[config.mk]
export PLATFORM = sky130hd
export DESIGN_NAME = axi_front
export DESIGN_NICKNAME = d
export VERILOG_FILES = /design/src/common/axi_pkg.sv /design/src/common/mem_pkg.sv /design/src/source/axi_front.sv /design/src/source/sync_fifo.sv
export SDC_FILE = /design/constraint.sdc
export NUM_CORES = 1
export LEC_CHECK = 0
export BUFFER_PORTS_ARGS = -buffer_cell sky130_fd_sc_hd__buf_2
export CAP_MARGIN = 20
export CORE_MARGIN = 2
export CORE_UTILIZATION = 40
export DETAILED_ROUTE_END_ITERATION = 6
export SKIP_CTS_REPAIR_TIMING = 1
export SLEW_MARGIN = 20
export SYNTH_ARGS = -nofsm -noshare
export SYNTH_HDL_FRONTEND = slang
export SYNTH_SLANG_ARGS = --single-unit
[constraint.sdc]
create_clock -name clk -period 4.06 [get_ports clk]
set_clock_uncertainty 0.05 [all_clocks]
set_input_delay 1.015 -clock clk [delete_from_list [all_inputs] [get_ports clk]]
set_output_delay 1.015 -clock clk [all_outputs]
set_load 0.05 [all_outputs]
[src/common/axi_pkg.sv]
// ------------------
// AXI bus encodings and widths
// Control-word and FIFO word layouts
// ------------------
package axi_pkg;

	localparam int addr_w = 16;
	localparam int id_w   = 4;
	// Beats minus one
	localparam int len_w  = 4;

	// Burst types
	localparam logic [1:0] burst_fixed = 2'd0;
	localparam logic [1:0] burst_incr  = 2'd1;
	localparam logic [1:0] burst_wrap  = 2'd2;

	// Response codes
	localparam logic [1:0] resp_okay   = 2'd0;
	localparam logic [1:0] resp_slverr = 2'd2;

	// ------------------
	// Control word fields
	// ------------------
	localparam int cntl_w    = 30;
	localparam int addr_lsb  = 0;
	localparam int addr_msb  = 15;
	localparam int len_lsb   = 16;
	localparam int len_msb   = 19;
	localparam int size_lsb  = 20;
	localparam int size_msb  = 22;
	localparam int burst_lsb = 23;
	localparam int burst_msb = 24;
	localparam int id_lsb    = 25;
	localparam int id_msb    = 28;
	localparam int err_bit   = 29;

	// W word is {id, last, strb, data}, R word is {last, id, resp, data}
	localparam int wdat_w = 41;
	localparam int rdat_w = 39;

endpackage

[src/common/mem_pkg.sv]
// ------------------
// SRAM geometry, FIFO depths
// and controller state codes
// ------------------
package mem_pkg;

	localparam int data_w     = 32;
	localparam int strb_w     = 4;
	localparam int mem_addr_w = 14;
	localparam int mem_words  = 16384;

	localparam int cntl_fifo_depth = 4;
	localparam int data_fifo_depth = 16;

	// Controller FSM
	localparam logic [1:0] st_idle  = 2'd0;
	localparam logic [1:0] st_first = 2'd1;
	localparam logic [1:0] st_burst = 2'd2;

endpackage

[src/source/axi_front.sv]
`timescale 1ns/1ns
// ------------------
// AXI channel front end
// AW/AR packing with error check, W and R FIFOs
// ------------------
module axi_front (
	input  logic                         clk,
	input  logic                         resetn,
	// AW channel
	input  logic                         awvalid,
	output logic                         awready,
	input  logic [axi_pkg::addr_w-1:0]   awaddr,
	input  logic [axi_pkg::len_w-1:0]    awlen,
	input  logic [2:0]                   awsize,
	input  logic [1:0]                   awburst,
	input  logic [axi_pkg::id_w-1:0]     awid,
	// AR channel
	input  logic                         arvalid,
	output logic                         arready,
	input  logic [axi_pkg::addr_w-1:0]   araddr,
	input  logic [axi_pkg::len_w-1:0]    arlen,
	input  logic [2:0]                   arsize,
	input  logic [1:0]                   arburst,
	input  logic [axi_pkg::id_w-1:0]     arid,
	// W channel
	input  logic                         wvalid,
	output logic                         wready,
	input  logic [mem_pkg::data_w-1:0]   wdata,
	input  logic [mem_pkg::strb_w-1:0]   wstrb,
	input  logic                         wlast,
	// R channel
	output logic                         rvalid,
	input  logic                         rready,
	output logic [mem_pkg::data_w-1:0]   rdata,
	output logic [1:0]                   rresp,
	output logic [axi_pkg::id_w-1:0]     rid,
	output logic                         rlast,
	// Controller side
	input  logic                         aw_rd_req,
	output logic                         aw_empty,
	output logic [axi_pkg::cntl_w-1:0]   aw_dout,
	input  logic                         ar_rd_req,
	output logic                         ar_empty,
	output logic [axi_pkg::cntl_w-1:0]   ar_dout,
	input  logic                         w_rd_req,
	output logic                         w_empty,
	output logic [axi_pkg::wdat_w-1:0]   w_dout,
	input  logic                         r_wr_req,
	output logic                         r_full,
	input  logic [axi_pkg::rdat_w-1:0]   r_din
);

	logic                       aw_full;
	logic                       ar_full;
	logic                       w_full;
	logic                       r_empty;
	logic [axi_pkg::cntl_w-1:0] aw_din;
	logic [axi_pkg::cntl_w-1:0] ar_din;
	logic [axi_pkg::wdat_w-1:0] w_din;
	logic [axi_pkg::rdat_w-1:0] r_dout;

	// Size above 32 bits or a WRAP length other than 2/4/8/16 beats
	function automatic logic req_error(
		input logic [2:0]                size,
		input logic [1:0]                burst,
		input logic [axi_pkg::len_w-1:0] len
	);
		logic bad_wrap;
		bad_wrap = (burst == axi_pkg::burst_wrap) && !(len inside {1, 3, 7, 15});
		return (size > 3'd2) || bad_wrap;
	endfunction

	assign awready = !aw_full;
	assign arready = !ar_full;
	assign wready  = !w_full;
	assign rvalid  = !r_empty;

	// ------------------
	// Word packing
	// ------------------
	assign aw_din = {req_error(awsize, awburst, awlen), awid, awburst, awsize, awlen, awaddr};
	assign ar_din = {req_error(arsize, arburst, arlen), arid, arburst, arsize, arlen, araddr};
	// No WID on AXI4, id field stays zero
	assign w_din  = {{axi_pkg::id_w{1'b0}}, wlast, wstrb, wdata};

	assign rdata = r_dout[mem_pkg::data_w-1:0];
	assign rresp = r_dout[mem_pkg::data_w +: 2];
	assign rid   = r_dout[mem_pkg::data_w + 2 +: axi_pkg::id_w];
	assign rlast = r_dout[axi_pkg::rdat_w-1];

	// ------------------
	// Channel FIFOs
	// ------------------
	sync_fifo #(.width(axi_pkg::cntl_w), .depth(mem_pkg::cntl_fifo_depth)) u_aw_fifo (
		.clk(clk), .resetn(resetn),
		.wr_req(awvalid && awready), .din(aw_din),
		.rd_req(aw_rd_req), .dout(aw_dout),
		.empty(aw_empty), .full(aw_full)
	);

	sync_fifo #(.width(axi_pkg::cntl_w), .depth(mem_pkg::cntl_fifo_depth)) u_ar_fifo (
		.clk(clk), .resetn(resetn),
		.wr_req(arvalid && arready), .din(ar_din),
		.rd_req(ar_rd_req), .dout(ar_dout),
		.empty(ar_empty), .full(ar_full)
	);

	sync_fifo #(.width(axi_pkg::wdat_w), .depth(mem_pkg::data_fifo_depth)) u_w_fifo (
		.clk(clk), .resetn(resetn),
		.wr_req(wvalid && wready), .din(w_din),
		.rd_req(w_rd_req), .dout(w_dout),
		.empty(w_empty), .full(w_full)
	);

	sync_fifo #(.width(axi_pkg::rdat_w), .depth(mem_pkg::data_fifo_depth)) u_r_fifo (
		.clk(clk), .resetn(resetn),
		.wr_req(r_wr_req), .din(r_din),
		.rd_req(rvalid && rready), .dout(r_dout),
		.empty(r_empty), .full(r_full)
	);

endmodule

[src/source/sync_fifo.sv]
`timescale 1ns/1ns
// ------------------
// Synchronous FIFO, show-ahead output
// Power-of-two depth
// ------------------
module sync_fifo #(
	parameter int width = 8,
	parameter int depth = 4
) (
	input  logic             clk,
	input  logic             resetn,
	input  logic             wr_req,
	input  logic [width-1:0] din,
	input  logic             rd_req,
	output logic [width-1:0] dout,
	output logic             empty,
	output logic             full
);

	localparam int ptr_w = $clog2(depth);

	logic [width-1:0] buffer [depth];
	logic [ptr_w-1:0] wr_ptr;
	logic [ptr_w-1:0] rd_ptr;
	logic [ptr_w:0]   count;
	logic             do_wr;
	logic             do_rd;

	assign do_wr = wr_req && !full;
	assign do_rd = rd_req && !empty;
	assign empty = (count == '0);
	assign full  = (count == (ptr_w + 1)'(depth));
	// Head entry always on the output
	assign dout  = buffer[rd_ptr];

	always_ff @(posedge clk) begin
		if (do_wr)
			buffer[wr_ptr] <= din;
	end

	always_ff @(posedge clk or negedge resetn) begin
		if (!resetn) begin
			wr_ptr <= '0;
			rd_ptr <= '0;
			count  <= '0;
		end else begin
			if (do_wr)
				wr_ptr <= wr_ptr + 1'b1;
			if (do_rd)
				rd_ptr <= rd_ptr + 1'b1;
			case ({do_wr, do_rd})
				2'b10:   count <= count + 1'b1;
				2'b01:   count <= count - 1'b1;
				default: count <= count;
			endcase
		end
	end

endmodule

== Word-level counts from Yosys, hierarchy flattened ==
Memories as Yosys holds them, arrays and structs flattened.
Cells that the tools add are included.
Storage, ports and cells
  register bits after elaboration: 40
  memory bits (writable): 1456
  bits of input ports: 144
  output and inout port bits: 148
  logic and storage cells: 104
  memories kept: 4
Operators by class
  $add $sub $neg: 16
  order comparisons: 2
  equality and inequality tests: 22
  mux-type cells: 12
  reduce and logical (&&, ||, !) cells: 36
Memory list
  u_r_fifo.buffer: words 16, bits a word 39, read ports 1, clocked after memory_dff 0, write ports 1, RTL line sync_fifo.sv:22  | logic [width-1:0] buffer [depth];
  u_w_fifo.buffer: words 16, bits a word 37, read ports 1, clocked after memory_dff 0, write ports 1, RTL line sync_fifo.sv:22
  u_ar_fifo.buffer: words 4, bits a word 30, read ports 1, clocked after memory_dff 0, write ports 1, RTL line sync_fifo.sv:22
  u_aw_fifo.buffer: words 4, bits a word 30, read ports 1, clocked after memory_dff 0, write ports 1, RTL line sync_fifo.sv:22
Operator list (number)
  one-hot mux 5 bit (2 select lines): 2
  adder 4 x 1 -> 4 bit (second input constant): 4
  logical AND 1 bit: 14
  equality test 2 bit (second input constant): 6
  one-hot mux 3 bit (2 select lines): 2
  adder 5 x 1 -> 5 bit (second input constant): 2
  equality test 5 bit (second input constant): 2
  logical NOT 1 bit: 10
  logical NOT 5 bit: 2
  subtractor 5 x 1 -> 5 bit (second input constant): 2
  adder 2 x 1 -> 2 bit (second input constant): 4
  equality test 2 x 1 -> 1 bit (second input constant): 4
  equality test 4 x 1 -> 1 bit (second input constant): 2
  equality test 4 x 2 -> 1 bit (second input constant): 2
  equality test 4 x 3 -> 1 bit (second input constant): 2
  equality test 4 bit (second input constant): 2
  2-to-1 mux 1 bit: 8
  nonzero test 2 bit: 4
  nonzero test 4 bit: 2
  adder 3 x 1 -> 3 bit (second input constant): 2
  equality test 3 bit (second input constant): 2
  greater-than comparator 3 x 2 -> 1 bit (second input constant): 2
  logical NOT 3 bit: 2
  subtractor 3 x 1 -> 3 bit (second input constant): 2
  logical OR 1 bit: 2

== Logic depth before layout (Yosys ltp) ==
Gate-level depths: netlist of the first run.
  depth in word-level cells: 6
  gate-level depth with buffers: 15
  gate-level depth less buffers: 12

== Hierarchy ==
Synthesis of the first run repeated with hierarchy kept, for this count alone.
Second synthesis, totals
  cell total of the unflattened synthesis: 2973
  area, all modules: 60634.4 µm²
Modules (own cells, without submodules)
  sync_fifo (u_w_fifo): times used 1, cells each 1312, area an instance 25956.1 µm², seq. area each 20024.2 µm²
  sync_fifo (u_r_fifo): times used 1, cells each 1252, area an instance 24947.7 µm², seq. area each 19063.3 µm²
  sync_fifo (u_ar_fifo ...): times used 2, cells each 194, area an instance 4798.4 µm², seq. area each 3778.6 µm²
  axi_front: times used 1, cells each 21, area an instance 133.9 µm², seq. area each 0.0 µm²

== Worst setup path after synthesis of the first run ==
No wires, ideal clock.
  path type: input -> register
  start point: input port r_wr_req
  end point: memory u_r_fifo.buffer[3][0] (netlist name) (enable)
  setup time: 484 ps
  arrival time: 4233 ps
  data required time: 3526 ps
  slack: -706 ps
  cell stages on the path: 4
  path buffers: 1
  cell sequence: and2_1 clkbuf_1 nand2_1 nor3_1
Between the ends
  longest elaborated chain between the ends: 3
RTL lines
  start: declaration: RTL line axi_front.sv:48  | input logic r_wr_req,
  logical AND 1 bit: RTL line sync_fifo.sv:29  | assign do_wr = wr_req && !full;
  2-to-1 mux 1 bit: RTL line sync_fifo.sv:37  | if (do_wr)
  2-to-1 mux 1 bit (not written as such): RTL line sync_fifo.sv:38  | buffer[wr_ptr] <= din;
  end: declaration: RTL line sync_fifo.sv:22
Every way passes these cells.

== Final worst setup path of the first run ==
  start point: register u_w_fifo.rd_ptr[0]
  end point: output port w_dout[0] (netlist name)
Between the ends
  longest elaborated chain between the ends: 1
RTL lines
  start: declaration: RTL line sync_fifo.sv:24  | logic [ptr_w-1:0] rd_ptr;
  start signal: assignment: RTL line sync_fifo.sv:50  | rd_ptr <= rd_ptr + 1'b1;
  memory read (16 x 37 bit)
  end: declaration: RTL line axi_front.sv:47  | output logic [axi_pkg::wdat_w-1:0] w_dout,
Every way passes these cells.

==> results.toml, run 1 <==
[run_status]
run_status = "complete, no violations"

[power]
p_leak_uw = 0.0221
max-vdd-ir-drop_uv = 835
power_density_nw_per_um2 = 777

[clock_tree]
numCtsBuffers = 155
cts_tree = "done"
path_clk_slew_ps = 60
htree_levels = 4
clk_path_buf_depth = 3
cts-root-buf = "clkbuf_16"
clkLatencyLatePin_ps = 760
clock_sinks = 1496

[global_routing]
grt_overflow = 0
grt_max_degree = 57
antenna_found_initial = 25
grt_pass1_wl_mm = 186
track_usage_pct = 17.3
grt_pass1_vias = 28455

[setup_path]
cp_max_fo = 24
cp.arrival_ps = 2930
cp-start-kind = "flop"
required_ps = 2990
worstSetupPathType = "reg -> out"
cp-end-kind = "primary output"

[placed_design]
dp_hpwl_mm = 69.8
gp_congestion = 0.752
place_ws_ps = 434
port_buffers = 287
placed_area_um2 = 61900

[timing]
relSlewSlack_pct = 40.3
period_share_pct = 98.4
fin_ws_ps = 64.9
rsz0062_at_grt = "true"
hold_violations = 0
setup_tns_ps = 0
tightest_slew_ps = 896
period_minus_slack_ps = 4000
maxSlewViolCount = 0
setup_viol = 0
fmax_mhz = 250

[drt]
vias = 27127
drt_wl_total_mm = 129
drc = 0
drtPass1Iterations = 7
drtIter0Drc = 2215
viasPerCell = 5.40
routedWlPerCell_um = 25.6
ant_nets = 0

[logic_synthesis]
ys_ff_latch = 1496
async_flop_share_pct = 2.67
netlist_area_um2 = 57100
yosysUniqueCellTypes = 39
synthFlopType = "edfxtp_1"
synth-edff-count = 1456
ys_seq_area_share_pct = 78.3
yosysWarnings = 0
syn_area_per_cell_um2 = 22.2
syn_inst = 2574

[die]
dieWidth_um = 382
start_util_pct = 40.3
dieHeight_um = 382
design.portCount = 292
row_count = 138
core_area_um2 = 142000
dieArea_um2 = 146000

[cells_and_area]
drive_above_1_share_pct = 32.9
fin_nets = 3176
fillers = 11538
final_area_um2 = 67300
area_growth_pct = 17.7
final_util_pct = 47.5

[hold_path]
hp-class = "in -> async"

[flow_run]
cap_violations = 0
[area by class of cell]
class                   instances  area, um2  area share [%]
flip-flops and latches       1496      44700            66.5
multi-input cells             920      12000            17.8
clock buffers                 197       4060            6.03
repair buffers                406       3120            4.64
well taps                    1890       2360            3.52
clock inverters                80        877            1.30
inverters                      23       86.3           0.128
diodes                          7       17.5          0.0260
[registers in the layout, summed over array words and instances (netlist names)]
signal and count:
u_ar_fifo.buffer 120, u_r_fifo.count 5, u_r_fifo.rd_ptr 4, u_r_fifo.wr_ptr 4
u_w_fifo.wr_ptr 4, u_aw_fifo.wr_ptr 2, u_ar_fifo.wr_ptr 2, u_r_fifo.buffer 624
u_w_fifo.count 5, u_w_fifo.buffer 592, u_aw_fifo.buffer 120, u_w_fifo.rd_ptr 4
u_aw_fifo.rd_ptr 2, u_ar_fifo.count 3, u_ar_fifo.rd_ptr 2, u_aw_fifo.count 3
[per-layer routing]
layer,vias to the layer above,global-route usage (%),wire length [um]
met1,14422,21.6,51400
met5,-,0,175
met4,28,4.92,2710
met2,835,29.4,65400
met3,234,4.69,8890
li1,11608,-,-
[logic make-up after synthesis]
logic type | count (synthesis) | share of synthesized area, %
adder cells (fa/ha/maj) | 30 | 0.696
other | 1 | 0.00656
multiplexers | 484 | 15.6
XOR/XNOR | 35 | 0.536
flip-flops | 1496 | 78.3
AND/OR/NAND/NOR | 150 | 1.18
buffers and inverters | 161 | 1.32
AO/OA/AOI/OAI | 217 | 2.35
[report_power, final]
| group | internal [uW] | switching (uW) | leakage, uW |
|---|---|---|---|
| logic | 6760 | 11900 | 0.00610 |
| registers | 19000 | 889 | 0.0136 |
| clock network | 7900 | 5820 | 0.00238 |
| total | 33600 | 18600 | 0.0221 |
[cell usage in the layout (no fill, tap or decap), types with 7 or more instances in the layout]
| master | Yosys | final |
|---|---|---|
| clkbuf_1 | 64 | 41 |
| and3_1 | 8 | 8 |
| o21ai_1 | 7 | 8 |
| diode_2 | 0 | 7 |
| a21oi_1 | 46 | 46 |
| xor2_1 | 16 | 16 |
| buf_4 | 4 | 63 |
| ha_1 | 27 | 27 |
| mux2i_1 | 119 | 119 |
| mux2_2 | 41 | 41 |
| nor2_4 | 0 | 24 |
| clkinv_1 | 0 | 30 |
| mux4_2 | 323 | 323 |
| buf_12 | 0 | 46 |
| nand2_1 | 71 | 71 |
| a221oi_1 | 40 | 34 |
| edfxtp_1 | 1456 | 1456 |
| inv_6 | 0 | 8 |
| inv_1 | 23 | 23 |
| clkbuf_16 | 0 | 159 |
| a22oi_1 | 39 | 38 |
| buf_2 | 42 | 279 |
| bufinv_16 | 0 | 12 |
| nor3_4 | 0 | 8 |
| clkinv_2 | 0 | 15 |
| xnor2_1 | 19 | 19 |
| o21ai_0 | 82 | 81 |
| dfrtp_1 | 40 | 30 |
[cell usage after synthesis (7+ instances only)]
| library cell | instances | area, um2 |
|---|---|---|
| a21oi_1 | 46 | 230 |
| a221oi_1 | 40 | 350 |
| a22oi_1 | 39 | 293 |
| and3_1 | 8 | 50.1 |
| buf_1 | 17 | 63.8 |
| buf_2 | 42 | 210 |
| buf_6 | 11 | 124 |
| clkbuf_1 | 64 | 240 |
| dfrtp_1 | 40 | 1000 |
| edfxtp_1 | 1456 | 43700 |
| ha_1 | 27 | 338 |
| inv_1 | 23 | 86.3 |
| mux2_2 | 41 | 462 |
| mux2i_1 | 119 | 1190 |
| mux4_2 | 323 | 7270 |
| nand2_1 | 71 | 267 |
| nor2_1 | 30 | 113 |
| nor3_1 | 11 | 55.1 |
| o21ai_0 | 82 | 410 |
| o21ai_1 | 7 | 35.0 |
| xnor2_1 | 19 | 166 |
| xor2_1 | 16 | 140 |
[metrics by stage]
stage,hold slack (ps),std cells,total power [uW]
after floorplan,414,2577,33000
after global placement,431,4714,38100
after detailed placement,429,4714,38500
after CTS,159,4991,52300
after global routing,187,5015,54500
final,210,5019,52200
[final timing paths]
path	startpoint	endpoint	slack (ps)	cells after the start
worst min register to register	u_r_fifo.count[4]	u_r_fifo.count[4]	440	1
max in group asynchronous	resetn	u_w_fifo.rd_ptr[0]	2930	2
worst min-delay path	resetn	u_r_fifo.count[4]	210	1
worst max register to register	u_w_fifo.count[1]	u_w_fifo.count[4]	700	13
min in group clk	awid[2]	u_aw_fifo.buffer[2][27]	430	1
worst max-delay path	u_w_fifo.rd_ptr[0]	w_dout[0]	60	5
[critical path, stage by stage, from the launching register on]
cell and delay (ps):
dfrtp_4 470, buf_12 180, buf_16 220, mux4_2 530
mux4_2 510, buf_2 230
No activity file was read; power rests on OpenSTA's default activity.
==> run 2: changes to the inputs <==
==> constraint.sdc (replaced) <==
create_clock -name clk -period 3.35 [get_ports clk]
set_clock_uncertainty 0.05 [all_clocks]
set_input_delay 0.8375 -clock clk [delete_from_list [all_inputs] [get_ports clk]]
set_output_delay 0.8375 -clock clk [all_outputs]
set_load 0.05 [all_outputs]
==> run 2 against run 1 <==
  * The flow now finishes with violations (design-rule violations, negative setup slack)
  * Worst setup slack got worse by 500 ps
  * Critical path depth rose by 1
  * First-iteration DRC count rose by 10%
  * Sequential share of layout area fell by 1.5 points
  * Worst hold slack improved by 17 ps
  * Global-route usage barely moved
  * Critical path type unchanged
  * Largest power group is now combinational logic
==> results.toml, run 2 (synthesis results as in run 1) <==
[run_status]
run_status = "complete, but fails checks"
violations = "design-rule violations, negative setup slack"

[die]
dieWidth_um = 382
dieHeight_um = 382
core_area_um2 = 142000
row_count = 138
start_util_pct = 40.3
design.portCount = 292
dieArea_um2 = 146000

[flow_run]
cap_violations = 0

[global_routing]
grt_max_degree = 65
antenna_found_initial = 20
busiest_layer = "met2"
grt_pass1_vias = 28582
grt_pass1_wl_mm = 186
track_usage_pct = 17.3
grt_use_met2_pct = 29.9
met3_usage_pct = 3.52
use_met1_pct = 22.0
grt_overflow = 0

[drt]
vias = 27592
drc = 5
drtPass1Iterations = 7
drtIter0Drc = 2436
ant_nets = 0
viasPerCell = 5.42
drt_wl_total_mm = 131
routedWlPerCell_um = 25.7

[power]
intPower_uw = 42500
p_leak_uw = 0.0228
power_density_nw_per_um2 = 958
max-vdd-ir-drop_uv = 858
clock_power_share_pct = 24.8
switching_share_pct = 35.6
p_sw_uw = 23500
fin_total_pwr_uw = 66000
p_comb_share_pct = 39.0
pwr-share-seq_pct = 36.2

[timing]
setup_viol = 76
tightest_slew_ps = 608
relSlewSlack_pct = 59.5
period_minus_slack_ps = 3780
maxSlewViolCount = 0
rsz0062_at_grt = "true"
hold-worst-slack_ps = 227
hold_violations = 0
fmax_mhz = 264
fin_ws_ps = -431
period_share_pct = 113

[placed_design]
gp_congestion = 0.723
dp_hpwl_mm = 70.8
port_buffers = 287
place_ws_ps = 57.8

[cells_and_area]
area_growth_pct = 20.5
top_regs = "u_r_fifo.buffer x624, u_w_fifo.buffer x592"
fillers = 11386
fin_nets = 3237
layout_commonest_cell = "edfxtp_1"
register_area_um2 = 44800
largest_reg_flops = 624
final_cell_mix = "edfxtp_1 (1,456), mux4_2 (323), buf_2 (227)"
largest_register = "u_r_fifo.buffer"
drive_above_1_share_pct = 36.3
multi_input_area_um2 = 12300

[clock_tree]
clock_sinks = 1496
numCtsBuffers = 154
clkLatencyLatePin_ps = 780
clk_path_buf_depth = 3
cts-root-buf = "clkbuf_16"
path_clk_slew_ps = 60
htree_levels = 4
cts_tree = "done"

[setup_path]
cp.arrival_ps = 2890
cp-start-kind = "flop"
setup.worst_path.start = "u_w_fifo.rd_ptr[0]"
required_ps = 2460
rrSetupSlack_ps = 240
worstSetupPathType = "reg -> out"
cp-end-kind = "primary output"
rr_startpoint = "u_w_fifo.count[1]"
reg2regPathDepth = 12
cp_max_fo = 8
cp-endpoint = "w_dout[1]"
rr_endpoint = "u_w_fifo.count[4]"

[hold_path]
hp-class = "in -> reg"
## run 2: cell count changes in the layout (fill, tap and decap cells not counted), moves of 16 or more
cell and delta:
buf_2 -52, buf_6 +51, o21ai_0 -44, o21ai_1 +39, buf_4 +33, a221oi_1 -20, nand2_1 -20, a221oi_2 +19
nand2_2 +17, clkbuf_16 +16
## run 2: worst max-delay path, stage by stage (launching register included)
cell	delay [ps]
dfrtp_4	470
buf_4	140
buf_12	140
clkbuf_16	170
mux4_2	490
mux4_2	540
buf_6	180
## run 2: power by group through the flow
stage | combinational [uW] | clock [uW] | sequential, uW
final | 25700 | 16400 | 23900
after global routing | 27100 | 17500 | 24100
after CTS | 22600 | 16800 | 23900
after detailed placement | 22600 | 0 | 24300
after global placement | 22200 | 0 | 24100
after floorplan | 16300 | 0 | 23800
## run 2: metrics by stage
stage / util [%] / instance area [um2] / TNS [ps] / cells
after global placement: 43.8 / 62100 / 0 / 4730
after detailed placement: 43.8 / 62100 / 0 / 4730
after CTS: 47.3 / 67000 / -39370 / 5014
final: 48.6 / 68900 / -23790 / 5090
after floorplan: - / 57300 / -69090 / 2577
after global routing: 48.6 / 68900 / -32320 / 5083
## run 2: cell type report
type | instances | area share (%)
antenna | 9 | 0.0327
clock inverter | 89 | 1.29
inverter | 23 | 0.125
tap | 1890 | 3.43
multi-input combinational | 920 | 17.9
clock buffer | 195 | 5.86
sequential | 1496 | 65.0
timing repair buffer | 468 | 6.38
## run 2: worst min-delay path by stage
stage | start | to | slack (ps) | cells past startpoint
floorplan | u_r_fifo.count[4] | u_r_fifo.count[4] | 410 | 1
global placement | u_ar_fifo.rd_ptr[1] | u_ar_fifo.rd_ptr[1] | 410 | 1
detailed placement | u_ar_fifo.rd_ptr[1] | u_ar_fifo.rd_ptr[1] | 420 | 1
CTS | resetn | u_r_fifo.count[4] | -50 | 1
global route | awaddr[2] | u_aw_fifo.buffer[0][2] | 180 | 1
finish | araddr[5] | u_ar_fifo.buffer[2][5] | 230 | 1
## run 2: metal layers
| metal | vias to the layer above | wire length [um] |
|---|---|---|
| met5 | - | 117 |
| met4 | 18 | 2650 |
| met3 | 200 | 7740 |
| met2 | 895 | 67900 |
| met1 | 14701 | 52400 |
| li1 | 11778 | - |
