==> config.mk <==
export PLATFORM = sky130hd
export DESIGN_NAME = mem_cntl
export DESIGN_NICKNAME = d
export VERILOG_FILES = /design/src/common/axi_pkg.sv /design/src/common/mem_pkg.sv /design/src/mem_cntl/arbiter.sv /design/src/mem_cntl/mem_cntl.sv
export SDC_FILE = /design/constraint.sdc
export NUM_CORES = 1
export LEC_CHECK = 0
export BUFFER_PORTS_ARGS = -buffer_cell sky130_fd_sc_hd__buf_2
export CAP_MARGIN = 20
export CELL_PAD_IN_SITES_DETAIL_PLACEMENT = 0
export CELL_PAD_IN_SITES_GLOBAL_PLACEMENT = 1
export CORE_MARGIN = 5
export CORE_UTILIZATION = 30
export CTS_CLUSTER_SIZE = 8
export DETAILED_ROUTE_END_ITERATION = 12
export GPL_ROUTABILITY_DRIVEN = 0
export PLACE_DENSITY_LB_ADDON = 0.05
export SLEW_MARGIN = 20
export SYNTH_ARGS = -nofsm -noshare
export SYNTH_HDL_FRONTEND = slang
export SYNTH_SLANG_ARGS = --single-unit
==> constraint.sdc <==
create_clock -name clk -period 14.1 [get_ports clk]
set_input_delay 2.115 -clock clk [delete_from_list [all_inputs] [get_ports clk]]
set_output_delay 2.115 -clock clk [all_outputs]
set_load 0.01 [all_outputs]
==> src/common/axi_pkg.sv <==
// ------------------
// AXI bus encodings and widths
// Control-word and FIFO word layouts
// ------------------
package axi_pkg;

	localparam int addr_w = 16;
	localparam int id_w   = 4;
	// Beats minus one
	localparam int len_w  = 4;

	// Burst types
	localparam logic [1:0] burst_fixed = 2'd0;
	localparam logic [1:0] burst_incr  = 2'd1;
	localparam logic [1:0] burst_wrap  = 2'd2;

	// Response codes
	localparam logic [1:0] resp_okay   = 2'd0;
	localparam logic [1:0] resp_slverr = 2'd2;

	// ------------------
	// Control word fields
	// ------------------
	localparam int cntl_w    = 30;
	localparam int addr_lsb  = 0;
	localparam int addr_msb  = 15;
	localparam int len_lsb   = 16;
	localparam int len_msb   = 19;
	localparam int size_lsb  = 20;
	localparam int size_msb  = 22;
	localparam int burst_lsb = 23;
	localparam int burst_msb = 24;
	localparam int id_lsb    = 25;
	localparam int id_msb    = 28;
	localparam int err_bit   = 29;

	// W word is {id, last, strb, data}, R word is {last, id, resp, data}
	localparam int wdat_w = 41;
	localparam int rdat_w = 39;

endpackage

==> src/common/mem_pkg.sv <==
// ------------------
// SRAM geometry, FIFO depths
// and controller state codes
// ------------------
package mem_pkg;

	localparam int data_w     = 32;
	localparam int strb_w     = 4;
	localparam int mem_addr_w = 14;
	localparam int mem_words  = 16384;

	localparam int cntl_fifo_depth = 4;
	localparam int data_fifo_depth = 16;

	// Controller FSM
	localparam logic [1:0] st_idle  = 2'd0;
	localparam logic [1:0] st_first = 2'd1;
	localparam logic [1:0] st_burst = 2'd2;

endpackage

==> src/mem_cntl/arbiter.sv <==
`timescale 1ns/1ns
// ------------------
// Write/read burst arbiter
// Alternating priority, grant held until done
// ------------------
module arbiter (
	input  logic clk,
	input  logic resetn,
	input  logic wr_req,
	input  logic rd_req,
	input  logic done,
	output logic wr_granted,
	output logic rd_granted
);

	// Read side wins the next tie
	logic rd_first;
	logic busy;

	assign busy = wr_granted || rd_granted;

	always_ff @(posedge clk or negedge resetn) begin
		if (!resetn) begin
			wr_granted <= 1'b0;
			rd_granted <= 1'b0;
			rd_first   <= 1'b0;
		end else if (!busy || done) begin
			if (wr_req && (!rd_req || !rd_first)) begin
				wr_granted <= 1'b1;
				rd_granted <= 1'b0;
				rd_first   <= 1'b1;
			end else if (rd_req) begin
				wr_granted <= 1'b0;
				rd_granted <= 1'b1;
				rd_first   <= 1'b0;
			end else begin
				wr_granted <= 1'b0;
				rd_granted <= 1'b0;
			end
		end
	end

endmodule

==> src/mem_cntl/mem_cntl.sv <==
`timescale 1ns/1ns
// ------------------
// Memory controller
// Burst address sequencing, SRAM drive,
// read return and write response
// ------------------
module mem_cntl (
	input  logic                            clk,
	input  logic                            resetn,
	output logic                            aw_rd_req,
	input  logic                            aw_empty,
	input  logic [axi_pkg::cntl_w-1:0]      aw_dout,
	output logic                            ar_rd_req,
	input  logic                            ar_empty,
	input  logic [axi_pkg::cntl_w-1:0]      ar_dout,
	output logic                            w_rd_req,
	input  logic                            w_empty,
	input  logic [axi_pkg::wdat_w-1:0]      w_dout,
	output logic                            r_wr_req,
	input  logic                            r_full,
	output logic [axi_pkg::rdat_w-1:0]      r_din,
	output logic [mem_pkg::mem_addr_w-1:0]  mem_addr,
	output logic                            mem_ce,
	output logic                            mem_we,
	output logic [mem_pkg::data_w-1:0]      mem_wdata,
	input  logic [mem_pkg::data_w-1:0]      mem_rdata,
	output logic [mem_pkg::strb_w-1:0]      mem_bywe,
	output logic                            bvalid,
	input  logic                            bready,
	output logic [1:0]                      bresp,
	output logic [axi_pkg::id_w-1:0]        bid
);

	logic                        wr_granted;
	logic                        rd_granted;
	logic [1:0]                  state;
	logic [1:0]                  state_nxt;
	logic [axi_pkg::cntl_w-1:0]  cntl_q;
	logic                        wr_burst;

	// Fields of the latched control word
	logic [axi_pkg::addr_w-1:0]  base_addr;
	logic [axi_pkg::len_w-1:0]   len;
	logic [2:0]                  size;
	logic [1:0]                  burst;
	logic [axi_pkg::id_w-1:0]    id;
	logic                        err;

	logic [axi_pkg::len_w-1:0]   beat_cnt;
	logic [axi_pkg::addr_w-1:0]  bytes;
	logic [axi_pkg::addr_w-1:0]  len_ext;
	logic [axi_pkg::addr_w-1:0]  cnt_ext;
	logic [axi_pkg::addr_w-1:0]  offset;
	logic [axi_pkg::addr_w-1:0]  wrap_mask;
	logic [axi_pkg::addr_w-1:0]  beat_addr;

	logic                        wr_ready;
	logic                        rd_ready;
	logic                        beat_go;
	logic                        last_beat;
	logic                        last_pre;
	logic                        done;
	logic                        done_pre;
	logic                        load;

	// Read return tracking
	logic [axi_pkg::len_w-1:0]   issued;
	logic [axi_pkg::len_w-1:0]   served;
	logic                        r_last_q;
	logic [axi_pkg::id_w-1:0]    r_id_q;
	logic                        r_err_q;
	logic [1:0]                  r_resp;
	logic [mem_pkg::data_w-1:0]  r_data;

	arbiter u_arbiter (
		.clk        (clk),
		.resetn     (resetn),
		.wr_req     (!aw_empty),
		.rd_req     (!ar_empty),
		.done       (done_pre),
		.wr_granted (wr_granted),
		.rd_granted (rd_granted)
	);

	assign base_addr = cntl_q[axi_pkg::addr_msb:axi_pkg::addr_lsb];
	assign len       = cntl_q[axi_pkg::len_msb:axi_pkg::len_lsb];
	assign size      = cntl_q[axi_pkg::size_msb:axi_pkg::size_lsb];
	assign burst     = cntl_q[axi_pkg::burst_msb:axi_pkg::burst_lsb];
	assign id        = cntl_q[axi_pkg::id_msb:axi_pkg::id_lsb];
	assign err       = cntl_q[axi_pkg::err_bit];

	// ------------------
	// Beat handshake
	// ------------------
	// Writes wait for W data and a free B slot
	assign wr_ready = !w_empty && !bvalid;
	// At most one read beat waits on the SRAM output
	assign rd_ready = !r_full && ((issued == served) || r_wr_req);
	assign beat_go  = (state != mem_pkg::st_idle) && (wr_burst ? wr_ready : rd_ready);

	assign last_beat = (beat_cnt == len);
	assign last_pre  = (len == '0) ? last_beat : (beat_cnt == len - 1'b1);
	assign done      = beat_go && last_beat;
	// One beat early so the next grant is ready at the final beat
	assign done_pre  = beat_go && last_pre;

	// Single-beat bursts return to idle before the next load
	assign load = (wr_granted || rd_granted) &&
		((state == mem_pkg::st_idle) || ((state == mem_pkg::st_burst) && done));
	assign aw_rd_req = load && wr_granted;
	assign ar_rd_req = load && rd_granted;

	always_comb begin
		state_nxt = state;
		case (state)
			mem_pkg::st_idle: begin
				if (load)
					state_nxt = mem_pkg::st_first;
			end
			mem_pkg::st_first: begin
				if (done)
					state_nxt = mem_pkg::st_idle;
				else if (beat_go)
					state_nxt = mem_pkg::st_burst;
			end
			mem_pkg::st_burst: begin
				if (done)
					state_nxt = load ? mem_pkg::st_first : mem_pkg::st_idle;
			end
			default: state_nxt = mem_pkg::st_idle;
		endcase
	end

	always_ff @(posedge clk or negedge resetn) begin
		if (!resetn) begin
			state    <= mem_pkg::st_idle;
			wr_burst <= 1'b0;
			beat_cnt <= '0;
		end else begin
			state <= state_nxt;
			if (load) begin
				wr_burst <= wr_granted;
				beat_cnt <= '0;
			end else if (beat_go) begin
				beat_cnt <= beat_cnt + 1'b1;
			end
		end
	end

	always_ff @(posedge clk) begin
		if (load)
			cntl_q <= wr_granted ? aw_dout : ar_dout;
	end

	// ------------------
	// Beat address
	// ------------------
	always_comb begin
		bytes       = '0;
		bytes[size] = 1'b1;
	end

	assign len_ext   = {{(axi_pkg::addr_w - axi_pkg::len_w){1'b0}}, len};
	assign cnt_ext   = {{(axi_pkg::addr_w - axi_pkg::len_w){1'b0}}, beat_cnt};
	assign offset    = base_addr + cnt_ext * bytes;
	// Wrap span is beats times bytes
	assign wrap_mask = bytes * (len_ext + 1'b1) - 1'b1;

	always_comb begin
		case (burst)
			axi_pkg::burst_fixed: beat_addr = base_addr;
			axi_pkg::burst_incr:  beat_addr = offset;
			axi_pkg::burst_wrap:  beat_addr = (base_addr & ~wrap_mask) | (offset & wrap_mask);
			default:              beat_addr = offset;
		endcase
	end

	// ------------------
	// SRAM drive
	// ------------------
	assign mem_addr  = beat_addr[axi_pkg::addr_w-1 -: mem_pkg::mem_addr_w];
	assign mem_ce    = beat_go && !err;
	assign mem_we    = wr_burst;
	assign mem_wdata = w_dout[mem_pkg::data_w-1:0];
	assign mem_bywe  = w_dout[mem_pkg::data_w +: mem_pkg::strb_w];
	assign w_rd_req  = beat_go && wr_burst;

	// ------------------
	// Read return
	// ------------------
	assign r_wr_req = (issued != served) && !r_full;
	assign r_resp   = r_err_q ? axi_pkg::resp_slverr : axi_pkg::resp_okay;
	assign r_data   = r_err_q ? '0 : mem_rdata;
	assign r_din    = {r_last_q, r_id_q, r_resp, r_data};

	always_ff @(posedge clk or negedge resetn) begin
		if (!resetn) begin
			issued <= '0;
			served <= '0;
		end else begin
			if (beat_go && !wr_burst)
				issued <= issued + 1'b1;
			if (r_wr_req)
				served <= served + 1'b1;
		end
	end

	// Beat tags held until the SRAM word is pushed
	always_ff @(posedge clk) begin
		if (beat_go && !wr_burst) begin
			r_last_q <= last_beat;
			r_id_q   <= id;
			r_err_q  <= err;
		end
	end

	// ------------------
	// Write response
	// ------------------
	always_ff @(posedge clk or negedge resetn) begin
		if (!resetn)
			bvalid <= 1'b0;
		else if (done && wr_burst)
			bvalid <= 1'b1;
		else if (bready)
			bvalid <= 1'b0;
	end

	always_ff @(posedge clk) begin
		if (done && wr_burst) begin
			bid   <= id;
			bresp <= err ? axi_pkg::resp_slverr : axi_pkg::resp_okay;
		end
	end

endmodule

-- After elaboration in Yosys (flattened, before gate mapping)
Index checks and enable logic that the tools add are counted.
- add/subtract/negate cells: 7
- $mul: 2
- $lt $le $gt $ge: 2
- eq/ne operators: 11
- mux-type cells: 24
- bitwise gates (word level): 4
- reduce and logical (&&, ||, !) cells: 37
- operator list (kind ; count):
    $and 16x16->16 ; 2
    $mux 32 ; 1
    $pmux 16 s2 ; 1
    $mux 30 ; 1
    $add 16x12->16 ; 1
    $logic_and 1x1->1 ; 16
    $not 16->16 ; 1
    $or 16x16->16 ; 1
    $sub 13x1->14 const B ; 1
    $mul 8x5->13 ; 1
    $add 4x1->4 const B ; 3
    $eq 4x4->1 ; 3
    $mul 4x8->12 ; 1
    $mux 2 ; 6
    $mux 1 ; 11
    $logic_not 1->1 ; 8
    $mux 4 ; 2
    $pmux 2 s3 ; 1
    $reduce_bool 2->1 ; 3
    $add 4x1->5 const B ; 1
    $logic_or 1x1->1 ; 5
    $lt 3x5->1 const B ; 1
    $eq 2x2->1 const B ; 2
    $logic_not 2->1 ; 2
    other kinds (11) ; 12
- register bits after elaboration: 61
- input port bits: 140
- output and inout bits: 102
- logic and storage cells: 102

-- Longest topological paths before layout
Gate-level depths: netlist (run 1).
- depth after elaboration: 13
- depth in mapped cells: 19
- depth with buffers taken out: 17

-- Modules after synthesis
Synthesis (run 1) repeated with hierarchy kept, for this count alone.
- cells, all modules: 706
- area total of the unflattened synthesis: 6523.8 µm²
- modules (own cells, without submodules) (module ; instances ; cells an instance ; area each (µm²) ; sequential area each (µm²)):
    mem_cntl ; 1 ; 692 ; 6374.9 ; 1631.6
    arbiter ; 1 ; 14 ; 148.9 ; 75.1

-- Least setup slack after synthesis (run 1)
No wires, ideal clock.
- kind: reg-to-output
- start: reg cntl_q[16] (netlist bit)
- end: out mem_addr[10] (netlist bit)
- arrival time: 4.794 ns
- required time: 11.985 ns
- path slack: 7.191 ns
- stages on the path, launching flop included: 19
- path buffers: 2
- cells stage by stage: edfxtp_1 -> clkbuf_1 -> inv_1 -> ha_1 -> clkbuf_1 -> and2_1 -> fa_1 -> inv_1 -> fa_1 -> fa_1 -> inv_1 -> ha_1 -> a21o_1 -> a21oi_2 -> o31ai_1 -> o311a_1 -> or3_1 -> a31oi_1 -> mux2_2
- word-level cells in the longest chain between the ends: 7
- elaborated cells on any way between the ends: 8
- classes of those cells: 2 x add/sub; 1 x mul; 1 x mux; 4 x bitwise
- RTL lines (element ; RTL line ; RTL):
    from (decl) ; mem_cntl.sv:38 ; logic [axi_pkg::cntl_w-1:0] cntl_q;
    from (signal assigned) ; mem_cntl.sv:152 ; cntl_q <= wr_granted ? aw_dout : ar_dout;
    $add 4x1->5 * ; mem_cntl.sv:167 ; assign wrap_mask = bytes * (len_ext + 1'b1) - 1'b1;
    $mul 8x5->13 * ; mem_cntl.sv:167 ;
    $sub 13x1->14 * ; mem_cntl.sv:167 ;
    $not 16->16 ; mem_cntl.sv:173 ; axi_pkg::burst_wrap: beat_addr = (base_addr & ~wrap_mask) | (offset & wrap_mask);
    $and 16x16->16 ; mem_cntl.sv:173 ;
    $or 16x16->16 * ; mem_cntl.sv:173 ;
    $pmux 16 s2 * ; mem_cntl.sv:170 ; case (burst)
    to (decl) ; mem_cntl.sv:22 ; output logic [mem_pkg::mem_addr_w-1:0] mem_addr,
Every way passes the cells marked *; elsewhere a longest branch is shown, timed or not.

-- Worst setup path in the final report (run 1)
Same ends and word-level chain as after synthesis.

==> results of run 1 <==
## Yosys cell counts, types with 3 or more instances
cell type  count  area (um^2)
inv_1        105          394
ha_1          51          638
nand2_1       44          165
fa_1          42          841
edfxtp_1      41         1230
buf_4         40          300
nor2b_1       38          238
and2_1        37          231
mux2_2        36          405
nor2_1        32          120
xnor2_1       21          184
clkbuf_1      20         75.1
a21oi_1       19         95.1
dfrtp_1       19          475
xor2_1        19          166
o21ai_0       15         75.1
nor3_1        14         70.1
and3_1         5         31.3
nand2b_1       5         31.3
nand3_1        5         25.0
nand3b_1       5         37.5
nand4_1        5         31.3
a21o_1         4         30.0
nor3b_1        4         30.0
o21a_1         4         30.0
o21bai_1       4         30.0
or3_1          4         25.0
a211oi_1       3         22.5
a21oi_2        3         26.3
mux2i_1        3         30.0
## report_power, final
group	total [uW]	switching (uW)	internal, uW
registers	358	79.1	279
logic	1270	713	558
clock network	230	80.2	150
total	1860	872	987
## worst paths after layout
kind                              from              endpoint  slack [ns]  cells past startpoint
max in group asynchronous       resetn             issued[0]       12.06                      1
hold / removal              cntl_q[27]             r_id_q[2]        0.45                      0
min in group asynchronous       resetn  u_arbiter.wr_granted        1.72                      1
setup reg to reg           beat_cnt[2]                mem_we       11.50                      6
hold reg to reg             cntl_q[27]             r_id_q[2]        0.45                      0
setup / recovery            cntl_q[16]          mem_addr[10]        6.14                     17
## kinds of logic (layout without fill, tap and decap cells)
kind of cell             Yosys count  in the layout  share of synthesized area
AND/OR/NAND/NOR                  210            210                      0.181
buffers and inverters            167            289                      0.121
adder cells (fa/ha/maj)           93             93                      0.229
AO/OA/AOI/OAI                     70             70                     0.0782
flip-flops                        60             60                      0.265
XOR/XNOR                          41             41                     0.0580
multiplexers                      39             39                     0.0675
other                              1              2                   0.000582
## worst reg2reg max path: stages (launching register included)
cell      delay, ns
dfrtp_1        0.54
xor2_1         0.26
nor4b_4        0.44
a21boi_1       0.21
nor3_4         0.18
buf_4          0.46
mux2_2         0.40
## layer usage
metal	vias up	track usage
met1	2278	0.179
met2	112	0.204
met5	-	0
met4	0	0.0364
li1	2414	-
met3	25	0.0257
## metrics by stage
step            util  worst slack [ns]  total power, uW  hold slack (ns)  cell area (um^2)
2_1_floorplan      -              7.19             1310            0.421              6450
3_3_place_gp   0.345              6.23             1640            0.424              7270
3_5_place_dp   0.345              6.45             1650            0.447              7270
4_1_cts        0.360              6.04             1890            0.455              7590
5_1_grt        0.360              5.74             2070            0.467              7590
6_report       0.360              6.14             1860            0.452              7590
## registers in the layout (all words and copies together) (netlist names)
register	cells
u_arbiter.rd_granted	1
u_arbiter.rd_first	1
bresp	1
r_id_q	4
cntl_q	30
r_last_q	1
r_err_q	1
bid	4
served	4
state	2
beat_cnt	4
u_arbiter.wr_granted	1
issued	4
mem_we	1
bvalid	1
## cell type report
cell class,instances,area (um^2)
well taps,275,344
flip-flops and latches,60,1710
inverters,105,394
repair buffers,168,856
multi-input cells,455,3970
clock inverters,2,11.3
clock buffers,14,307
fillers,2219,13500
==> impl_metrics.csv, run 1 <==
group,metric,value,unit
synthesis,avgSynthCellArea,9.47,um^2
route,wl,15900,um
clock_network,h-tree-depth,3,
route,m1WireLength,7470,um
setup_path,path_common_cell,"fa_1",
place,io_buffers,162,
timing,skew,0.00497,ns
timing,setup_viol,0,
place,dp_cells,1063,
global_routing,grt_max_degree,38,
pwr,ir_worst_vdd,83.3,uV
setup_path,cp_num_buf_inv,3,
synthesis,synth-seq-area-share,0.265,
floorplan,die_w,157,um
floorplan,die_area,24500,um^2
synthesis,yosysWarnings,0,
timing,hold_violations,0,
synthesis,netlist_area,6450,um^2
cells_and_area,diodes,0,
cells_and_area,final_cells,1079,
timing,min_period,7.96,ns
clock_network,root_buffer,"clkbuf_16",
synthesis,ys_seq_elements,60,
place,dp_hpwl,13100,um
timing,tightest_slew,0.969,ns
clock_network,clock_path_buffers,2,
clock_network,hold_buffers,0,
route,vias_per_cell,4.48,
timing,fmax,126,MHz
setup_path,endpoint_kind,"output pin",
setup_path,crit_type,"reg2out",
floorplan,rows,53,
route,route.met3.wl,711,um
setup_path,critical-path-max-stage-delay,0.56,ns
floorplan,ios,242,
clock_network,cts_tree,"done",
synthesis,synth_top_flop_cell,"edfxtp_1",
setup_path,cp.arrival,5.84,ns
route,wl_per_cell,14.7,um
clock_network,cts_num_sinks,60,
status,status,"complete, no violations",
run,max_cap_viol_count,0,
min_path,min_path_type,"reg2reg",
setup_path,path_max_fanout,9,
route,drtIter0Drc,187,
timing,finalMaxSlewViolations,0,
route,vias,4829,
timing,totalNegativeSetupSlack,0,ns
clock_network,post_cts_buffers,0,
clock_network,postCtsResizedCells,0,
global_routing,grt_pass1_wl,25300,um
synthesis,synth_cell_type_count,58,
floorplan,core-area,21100,um^2
floorplan,start_util,0.306,
synthesis,async_reset_ff_frac,0.317,
route,met2WireLength,7470,um
setup_path,required,11.98,ns
pwr,p_leak,0.00366,uW
cells_and_area,drive_above_1_share,0.291,
clock_network,cts_buffers,9,
global_routing,overflow,0,
setup_path,start_kind,"flip-flop",
pwr,power.density,245,nW/um^2
global_routing,grt_util_all_layers,0.129,
clock_network,clkTransAtPathRegs,0.05,ns
cells_and_area,fin_nets,1032,
synthesis,synth_edf_count,41,
cells_and_area,final_common_cell,"buf_2",
setup_path,path_delay_family,"adder cells",
route,drtPass1Iterations,4,
timing,fin_crit_sh,0.564,
cells_and_area,mostFrequentLayoutCells,"buf_2, inv_1, ha_1",
clock_network,clkLatencyLatePin,0.33,ns
cells_and_area,area_growth,17.7,%
timing,slew_headroom,0.354,
global_routing,grt_pass1_vias,4970,
route,antenna_left,0,
global_routing,grt_antenna_before_repair,0,
route,drc,0,
route,route.top_layer_used,"met4",
floorplan,fp.dieH,157,um
setup_path,slowest_stage,"xnor2_1",
timing,rsz0062_at_grt,"false",
setup_path,worstPathCellList,"ha_1, xnor2_1, nor2b_1, fa_1, inv_1, fa_1, fa_1, inv_1, ha_1, a21o_1, a21oi_2, o31ai_1, o311a_1, or3_1, a31oi_1, mux2_2, buf_2",
synthesis,syn_inst,681,
Power figures use the tool's default switching activity.
==> run 2: changes to the inputs <==
Clock period 14.1 ns to 7.45 ns, I/O delays scaled along.
==> run 2 against run 1 <==
Via count is essentially flat. Cell area rose by 0.35%. Non-clock buffer count increased by 4. Highest routed layer unchanged. Die area stayed put. Combinational power is 89% higher. Global-route usage hardly changed. Setup slack worse by 5.6 ns. Utilization grew 0.12 points. Sequential share of layout area fell by 0.078 points. Register-to-register slack worse by 6.7 ns. Final cell count grew 0.37%.
==> impl_metrics.csv, run 2 (synthesized netlist as in run 1, its figures left out) <==
group,metric,value,unit
clock_network,postCtsResizedCells,0,
floorplan,die_area,24500,um^2
place,dp_hpwl,13100,um
clock_network,clkTransAtPathRegs,0.06,ns
floorplan,core-area,21100,um^2
place,io_buffers,162,
setup_path,path_common_cell,"fa_1",
setup_path,reg2reg_depth,6,
timing,hold_violations,0,
pwr,ir_worst_vdd,191,uV
cells_and_area,regMostFlops,"cntl_q",
clock_network,clkLatencyLatePin,0.34,ns
clock_network,hold_buffers,0,
setup_path,worstPathCellList,"ha_1, xnor2_1, nor2b_1, fa_1, inv_1, fa_1, fa_1, inv_1, ha_1, a21o_1, a21oi_2, o31ai_1, o311a_1, or3_1, a31oi_1, mux2_2, buf_2",
timing,totalNegativeSetupSlack,0,ns
min_path,hold_depth,0,
setup_path,endpoint_kind,"output pin",
setup_path,slowest_stage,"fa_1",
setup_path,critical-path-max-stage-delay,0.57,ns
setup_path,cp_num_buf_inv,3,
cells_and_area,final_cells,1083,
cells_and_area,area_growth,18.1,%
min_path,min_to,"bid[0]",
route,wl,16100,um
timing,rsz0062_at_grt,"false",
timing,holdWs,0.446,ns
setup_path,crit_type,"reg2out",
route,wl_per_cell,14.8,um
cells_and_area,mostFrequentLayoutCells,"buf_2, inv_1, ha_1",
min_path,min_path_type,"reg2reg",
status,status,"complete, no violations",
timing,finalMaxSlewViolations,0,
timing,skew,0.00589,ns
route,vias,4827,
setup_path,worstReg2RegStart,"beat_cnt[2]",
timing,fin_crit_sh,0.933,
setup_path,r2r_slack,4.81,ns
route,antenna_left,0,
setup_path,path_max_fanout,9,
cells_and_area,fillCellCount,2216,
floorplan,fp.dieH,157,um
place,dp_cells,1067,
setup_path,path_delay_family,"adder cells",
clock_network,cts_tree,"done",
cells_and_area,diodes,0,
run,max_cap_viol_count,0,
timing,fmax,144,MHz
setup_path,required,6.33,ns
clock_network,cts_num_sinks,60,
floorplan,ios,242,
clock_network,h-tree-depth,3,
pwr,power.density,463,nW/um^2
setup_path,r2r_end,"mem_we",
floorplan,start_util,0.306,
cells_and_area,final_common_cell,"buf_2",
timing,setup_viol,0,
timing,slew_headroom,0.349,
route,drtPass1Iterations,6,
route,drc,0,
global_routing,grt_util_all_layers,0.129,
route,vias_per_cell,4.46,
global_routing,grt_max_degree,38,
clock_network,clock_path_buffers,2,
floorplan,die_w,157,um
pwr,p_leak,0.00367,uW
global_routing,grt_pass1_wl,25300,um
timing,min_period,6.95,ns
cells_and_area,fin_nets,1036,
cells_and_area,largest_reg_flops,30,
route,drtIter0Drc,193,
global_routing,grt_pass1_vias,4908,
cells_and_area,drive_above_1_share,0.292,
setup_path,start_kind,"flip-flop",
floorplan,rows,53,
clock_network,root_buffer,"clkbuf_16",
setup_path,cp.arrival,5.83,ns
clock_network,cts_buffers,9,
min_path,hold_start,"cntl_q[25]",
timing,tightest_slew,0.977,ns
global_routing,grt_antenna_before_repair,0,
global_routing,overflow,0,
clock_network,post_cts_buffers,0,
==> run 2: cell count changes in the layout (fill, tap and decap cells not counted), sizes merged <==
| cell | delta |
|---|---|
| buf | +4 |
| clkbuf | +1 |
| inv | -1 |
==> run 2: worst max-delay path by stage <==
stage                         endpoint  slack (ns)  cells after the start        from
after detailed placement  mem_addr[10]        0.81                     17  cntl_q[16]
after floorplan           mem_addr[10]        1.54                     18  cntl_q[16]
final                     mem_addr[10]        0.50                     17  cntl_q[16]
after global placement    mem_addr[10]        0.81                     17  cntl_q[16]
after CTS                 mem_addr[10]        0.42                     17  cntl_q[16]
after global routing      mem_addr[10]        0.23                     17  cntl_q[16]
==> run 2: layout make-up <==
type	instances	area (um^2)	share of cell area
Multi-Input combinational cell	455	3970	0.521
Sequential cell	60	1710	0.224
Timing Repair Buffer	172	886	0.116
Inverter	105	394	0.0517
Tap cell	275	344	0.0452
Clock buffer	15	310	0.0407
Clock inverter	1	8.76	0.00115
==> run 2: worst reg2reg max path: cells and delay by family (launching register included) <==
family | cells | cell delay (ns)
AOI/OAI and AO/OA | 1 | 0.22
xor gates and xnor gates | 1 | 0.26
muxes | 1 | 0.39
and+or+nand+nor | 2 | 0.65
buffers and inverters | 1 | 0.46
DFF | 1 | 0.55
==> run 2: metrics by stage <==
step / cell area (um^2) / total power (uW) / utilization / worst slack [ns]
2_1_floorplan: 6450 / 2480 / - / 1.54
3_3_place_gp: 7300 / 3100 / 0.346 / 0.813
3_5_place_dp: 7300 / 3110 / 0.346 / 0.806
4_1_cts: 7620 / 3590 / 0.361 / 0.422
5_1_grt: 7620 / 3910 / 0.361 / 0.227
6_report: 7620 / 3530 / 0.361 / 0.499
==> run 2: power breakdown <==
part	leakage, uW	switching [uW]	internal, uW
Clock	0.000156	161	285
Combinational	0.00290	1340	1060
Sequential	0.000618	148	528
==> run 2: metal layers <==
metal / vias up / GRT usage / wire, um
met5: - / 0 / 0
met2: 122 / 0.205 / 7570
met4: 0 / 0.0393 / 286
li1: 2425 / - / -
met1: 2248 / 0.175 / 7300
met3: 32 / 0.0315 / 891
==> run 3: changes to the inputs <==
Settings changed: ABC_AREA from default to 1.
==> run 3 against run 2 <==
Worst hold slack lost 0.0073 ns. Non-clock buffer count decreased by 4. Largest cell class unchanged. Cell area is 8.3% higher. Sequential power about the same. Clock power down 0.9%. Highest routed layer unchanged. Final cell count rose by 37%. Synthesized cell count rose by 52%.
==> impl_metrics.csv, run 3 <==
group,metric,value,unit
status,status,"complete, no violations",
route,drtPass1Iterations,6,
setup_path,worstPathCellList,"inv_2, ha_1, inv_1, nor2_1, fa_1, inv_1, fa_1, fa_1, inv_1, ha_1, nand2_1, nand3_1, nand3_1, nand4_1, nand2_1, nand2_1, nand3_1, nand3_1, buf_2",
route,wl_per_cell,13.2,um
timing,hold_violations,0,
route,drtIter0Drc,283,
timing,skew,0.0109,ns
setup_path,required,6.33,ns
clock_network,post_cts_buffers,0,
setup_path,path_delay_family,"adder cells",
setup_path,path_common_cell,"nand3_1",
timing,min_period,6.34,ns
clock_network,clock_path_buffers,2,
route,route.top_layer_used,"met4",
synthesis,netlist_top_cells_area,"edfxtp_1, nand2_1, inv_1",
setup_path,r2r_slack,5.31,ns
synthesis,netlist_area,7030,um^2
timing,tightest_slew,1.01,ns
setup_path,cp.arrival,5.22,ns
cells_and_area,largest_reg_flops,30,
cells_and_area,postLayoutCellArea,8250,um^2
timing,slew_headroom,0.327,
pwr,power.clock.fraction,0.111,
synthesis,synth_top_cell_by_area,"edfxtp_1",
place,dp_slack,1.51,ns
synthesis,yosysMostFrequentCell,"nand2_1",
synthesis,syn_inst,1037,
cells_and_area,fin_nets,1397,
floorplan,ios,242,
timing,holdWs,0.439,ns
setup_path,start_kind,"flip-flop",
pwr,power_switching,2160,uW
pwr,power.density,483,nW/um^2
route,met2WireLength,9130,um
synthesis,yosysWarnings,0,
global_routing,grt_util_all_layers,0.153,
cells_and_area,regMostFlops,"cntl_q",
run,max_cap_viol_count,0,
timing,fin_ws,1.11,ns
route,m1WireLength,9100,um
clock_network,h-tree-depth,3,
pwr,p_leak,0.00472,uW
synthesis,synth-seq-area-share,0.243,
cells_and_area,drive_above_1_share,0.172,
clock_network,cts_num_sinks,60,
synthesis,async_reset_ff_frac,0.317,
place,io_buffers,162,
cells_and_area,area_growth,17.3,%
global_routing,grt_max_degree,36,
route,drc,0,
floorplan,die_w,163,um
pwr,p_comb_frac,0.719,
clock_network,hold_buffers,0,
timing,fmax,158,MHz
cells_and_area,final_cells,1488,
global_routing,grt_pass1_wl,32500,um
floorplan,start_util,0.302,
timing,finalMaxSlewViolations,0,
floorplan,core-area,23300,um^2
setup_path,path_max_fanout,11,
pwr,p_seq_frac,0.170,
pwr,power.internal,1820,uW
global_routing,grt_pass1_vias,6505,
clock_network,cts_buffers,9,
clock_network,cts_tree,"done",
pwr,sw_frac_of_total,0.542,
timing,setup_viol,0,
cells_and_area,final_common_cell,"nand2_1",
route,vias,6287,
min_path,min_path_type,"reg2reg",
place,post_dp_cell_area,7940,um^2
global_routing,overflow,0,
floorplan,rows,56,
min_path,min_to,"r_id_q[0]",
setup_path,crit_type,"reg2out",
min_path,hold_depth,0,
setup_path,cp_num_buf_inv,5,
synthesis,avgSynthCellArea,6.78,um^2
global_routing,grt_antenna_before_repair,0,
clock_network,root_buffer,"clkbuf_16",
synthesis,synth_edf_count,41,
timing,totalNegativeSetupSlack,0,ns
setup_path,endpoint_kind,"output pin",
setup_path,critical-path-max-stage-delay,0.67,ns
synthesis,synth_cell_type_count,37,
synthesis,synth_top_area_share,0.175,
setup_path,worstReg2RegStart,"cntl_q[16]",
clock_network,clkLatencyLatePin,0.33,ns
floorplan,fp.dieH,163,um
place,dp_hpwl,16800,um
min_path,hold_start,"cntl_q[25]",
cells_and_area,diodes,0,
timing,rsz0062_at_grt,"false",
place,dp_cells,1472,
synthesis,ys_seq_elements,60,
route,wl,19700,um
synthesis,synth_top_flop_cell,"edfxtp_1",
timing,fin_crit_sh,0.851,
route,antenna_left,0,
route,vias_per_cell,4.23,
clock_network,clkTransAtPathRegs,0.06,ns
route,route.met3.wl,1100,um
floorplan,die_area,26600,um^2
clock_network,postCtsResizedCells,0,
cells_and_area,mostFrequentLayoutCells,"nand2_1, inv_1, buf_2",
setup_path,slowest_stage,"edfxtp_1",
synthesis,synth_common_cells,"nand2_1, inv_1, nor2_1",
setup_path,r2r_end,"u_arbiter.rd_first",
pwr,ir_worst_vdd,164,uV
setup_path,reg2reg_depth,11,
run 3: cell types whose count changed in the layout (fill, tap and decap cells not counted), sizes merged, moves of 37 or more:
cell / change
nand2: +288
nor2b: -38
and2: -37
nand3: +48
inv: +133
nor2: +85
run 3: worst max-delay path by stage:
stage / from / endpoint / slack [ns] / cells past startpoint
floorplan: cntl_q[21] / mem_addr[9] / 2.41 / 19
global placement: cntl_q[16] / mem_addr[11] / 1.53 / 18
detailed placement: cntl_q[16] / mem_addr[11] / 1.51 / 19
CTS: cntl_q[16] / mem_addr[11] / 1.11 / 19
global route: cntl_q[16] / mem_addr[13] / 0.75 / 22
finish: cntl_q[16] / mem_addr[11] / 1.11 / 19
run 3: cell type report:
type                       count  area (um^2)
timing repair buffer         168          856
clock buffer                  10          229
fill                        2620        15000
clock inverter                 6         80.1
inverter                     239          903
tap                          319          399
multi-input combinational    686         4070
sequential                    60         1710
run 3: cell families (layout without fill, tap and decap cells):
| family | after synthesis | in the layout | synth area share |
|---|---|---|---|
| and+or+nand+nor | 527 | 527 | 0.306 |
| buffers and inverters | 292 | 423 | 0.179 |
| adders and majority gates | 93 | 93 | 0.210 |
| DFF | 60 | 60 | 0.243 |
| AOI/OAI and AO/OA | 39 | 39 | 0.0310 |
| xor gates and xnor gates | 25 | 25 | 0.0311 |
| other | 1 | 2 | 0.000533 |
run 3: metal layers:
metal,GRT usage,vias to the layer above
met3,0.0237,29
met2,0.263,140
met4,0.0465,0
met1,0.199,2805
li1,-,3313
met5,0,-
run 3: power by group through the flow:
stage | registers (uW) | logic, uW | clock network, uW
after floorplan | 612 | 2120 | 0
after global placement | 687 | 2910 | 0
after detailed placement | 686 | 2900 | 0
after CTS | 681 | 2930 | 454
after global routing | 702 | 3330 | 467
final | 678 | 2860 | 442
run 3: per-stage QoR:
stage | util | total power [uW]
2_1_floorplan | - | 2730
5_1_grt | 0.354 | 4500
6_report | 0.354 | 3980
3_5_place_dp | 0.341 | 3590
4_1_cts | 0.354 | 4060
3_3_place_gp | 0.341 | 3590
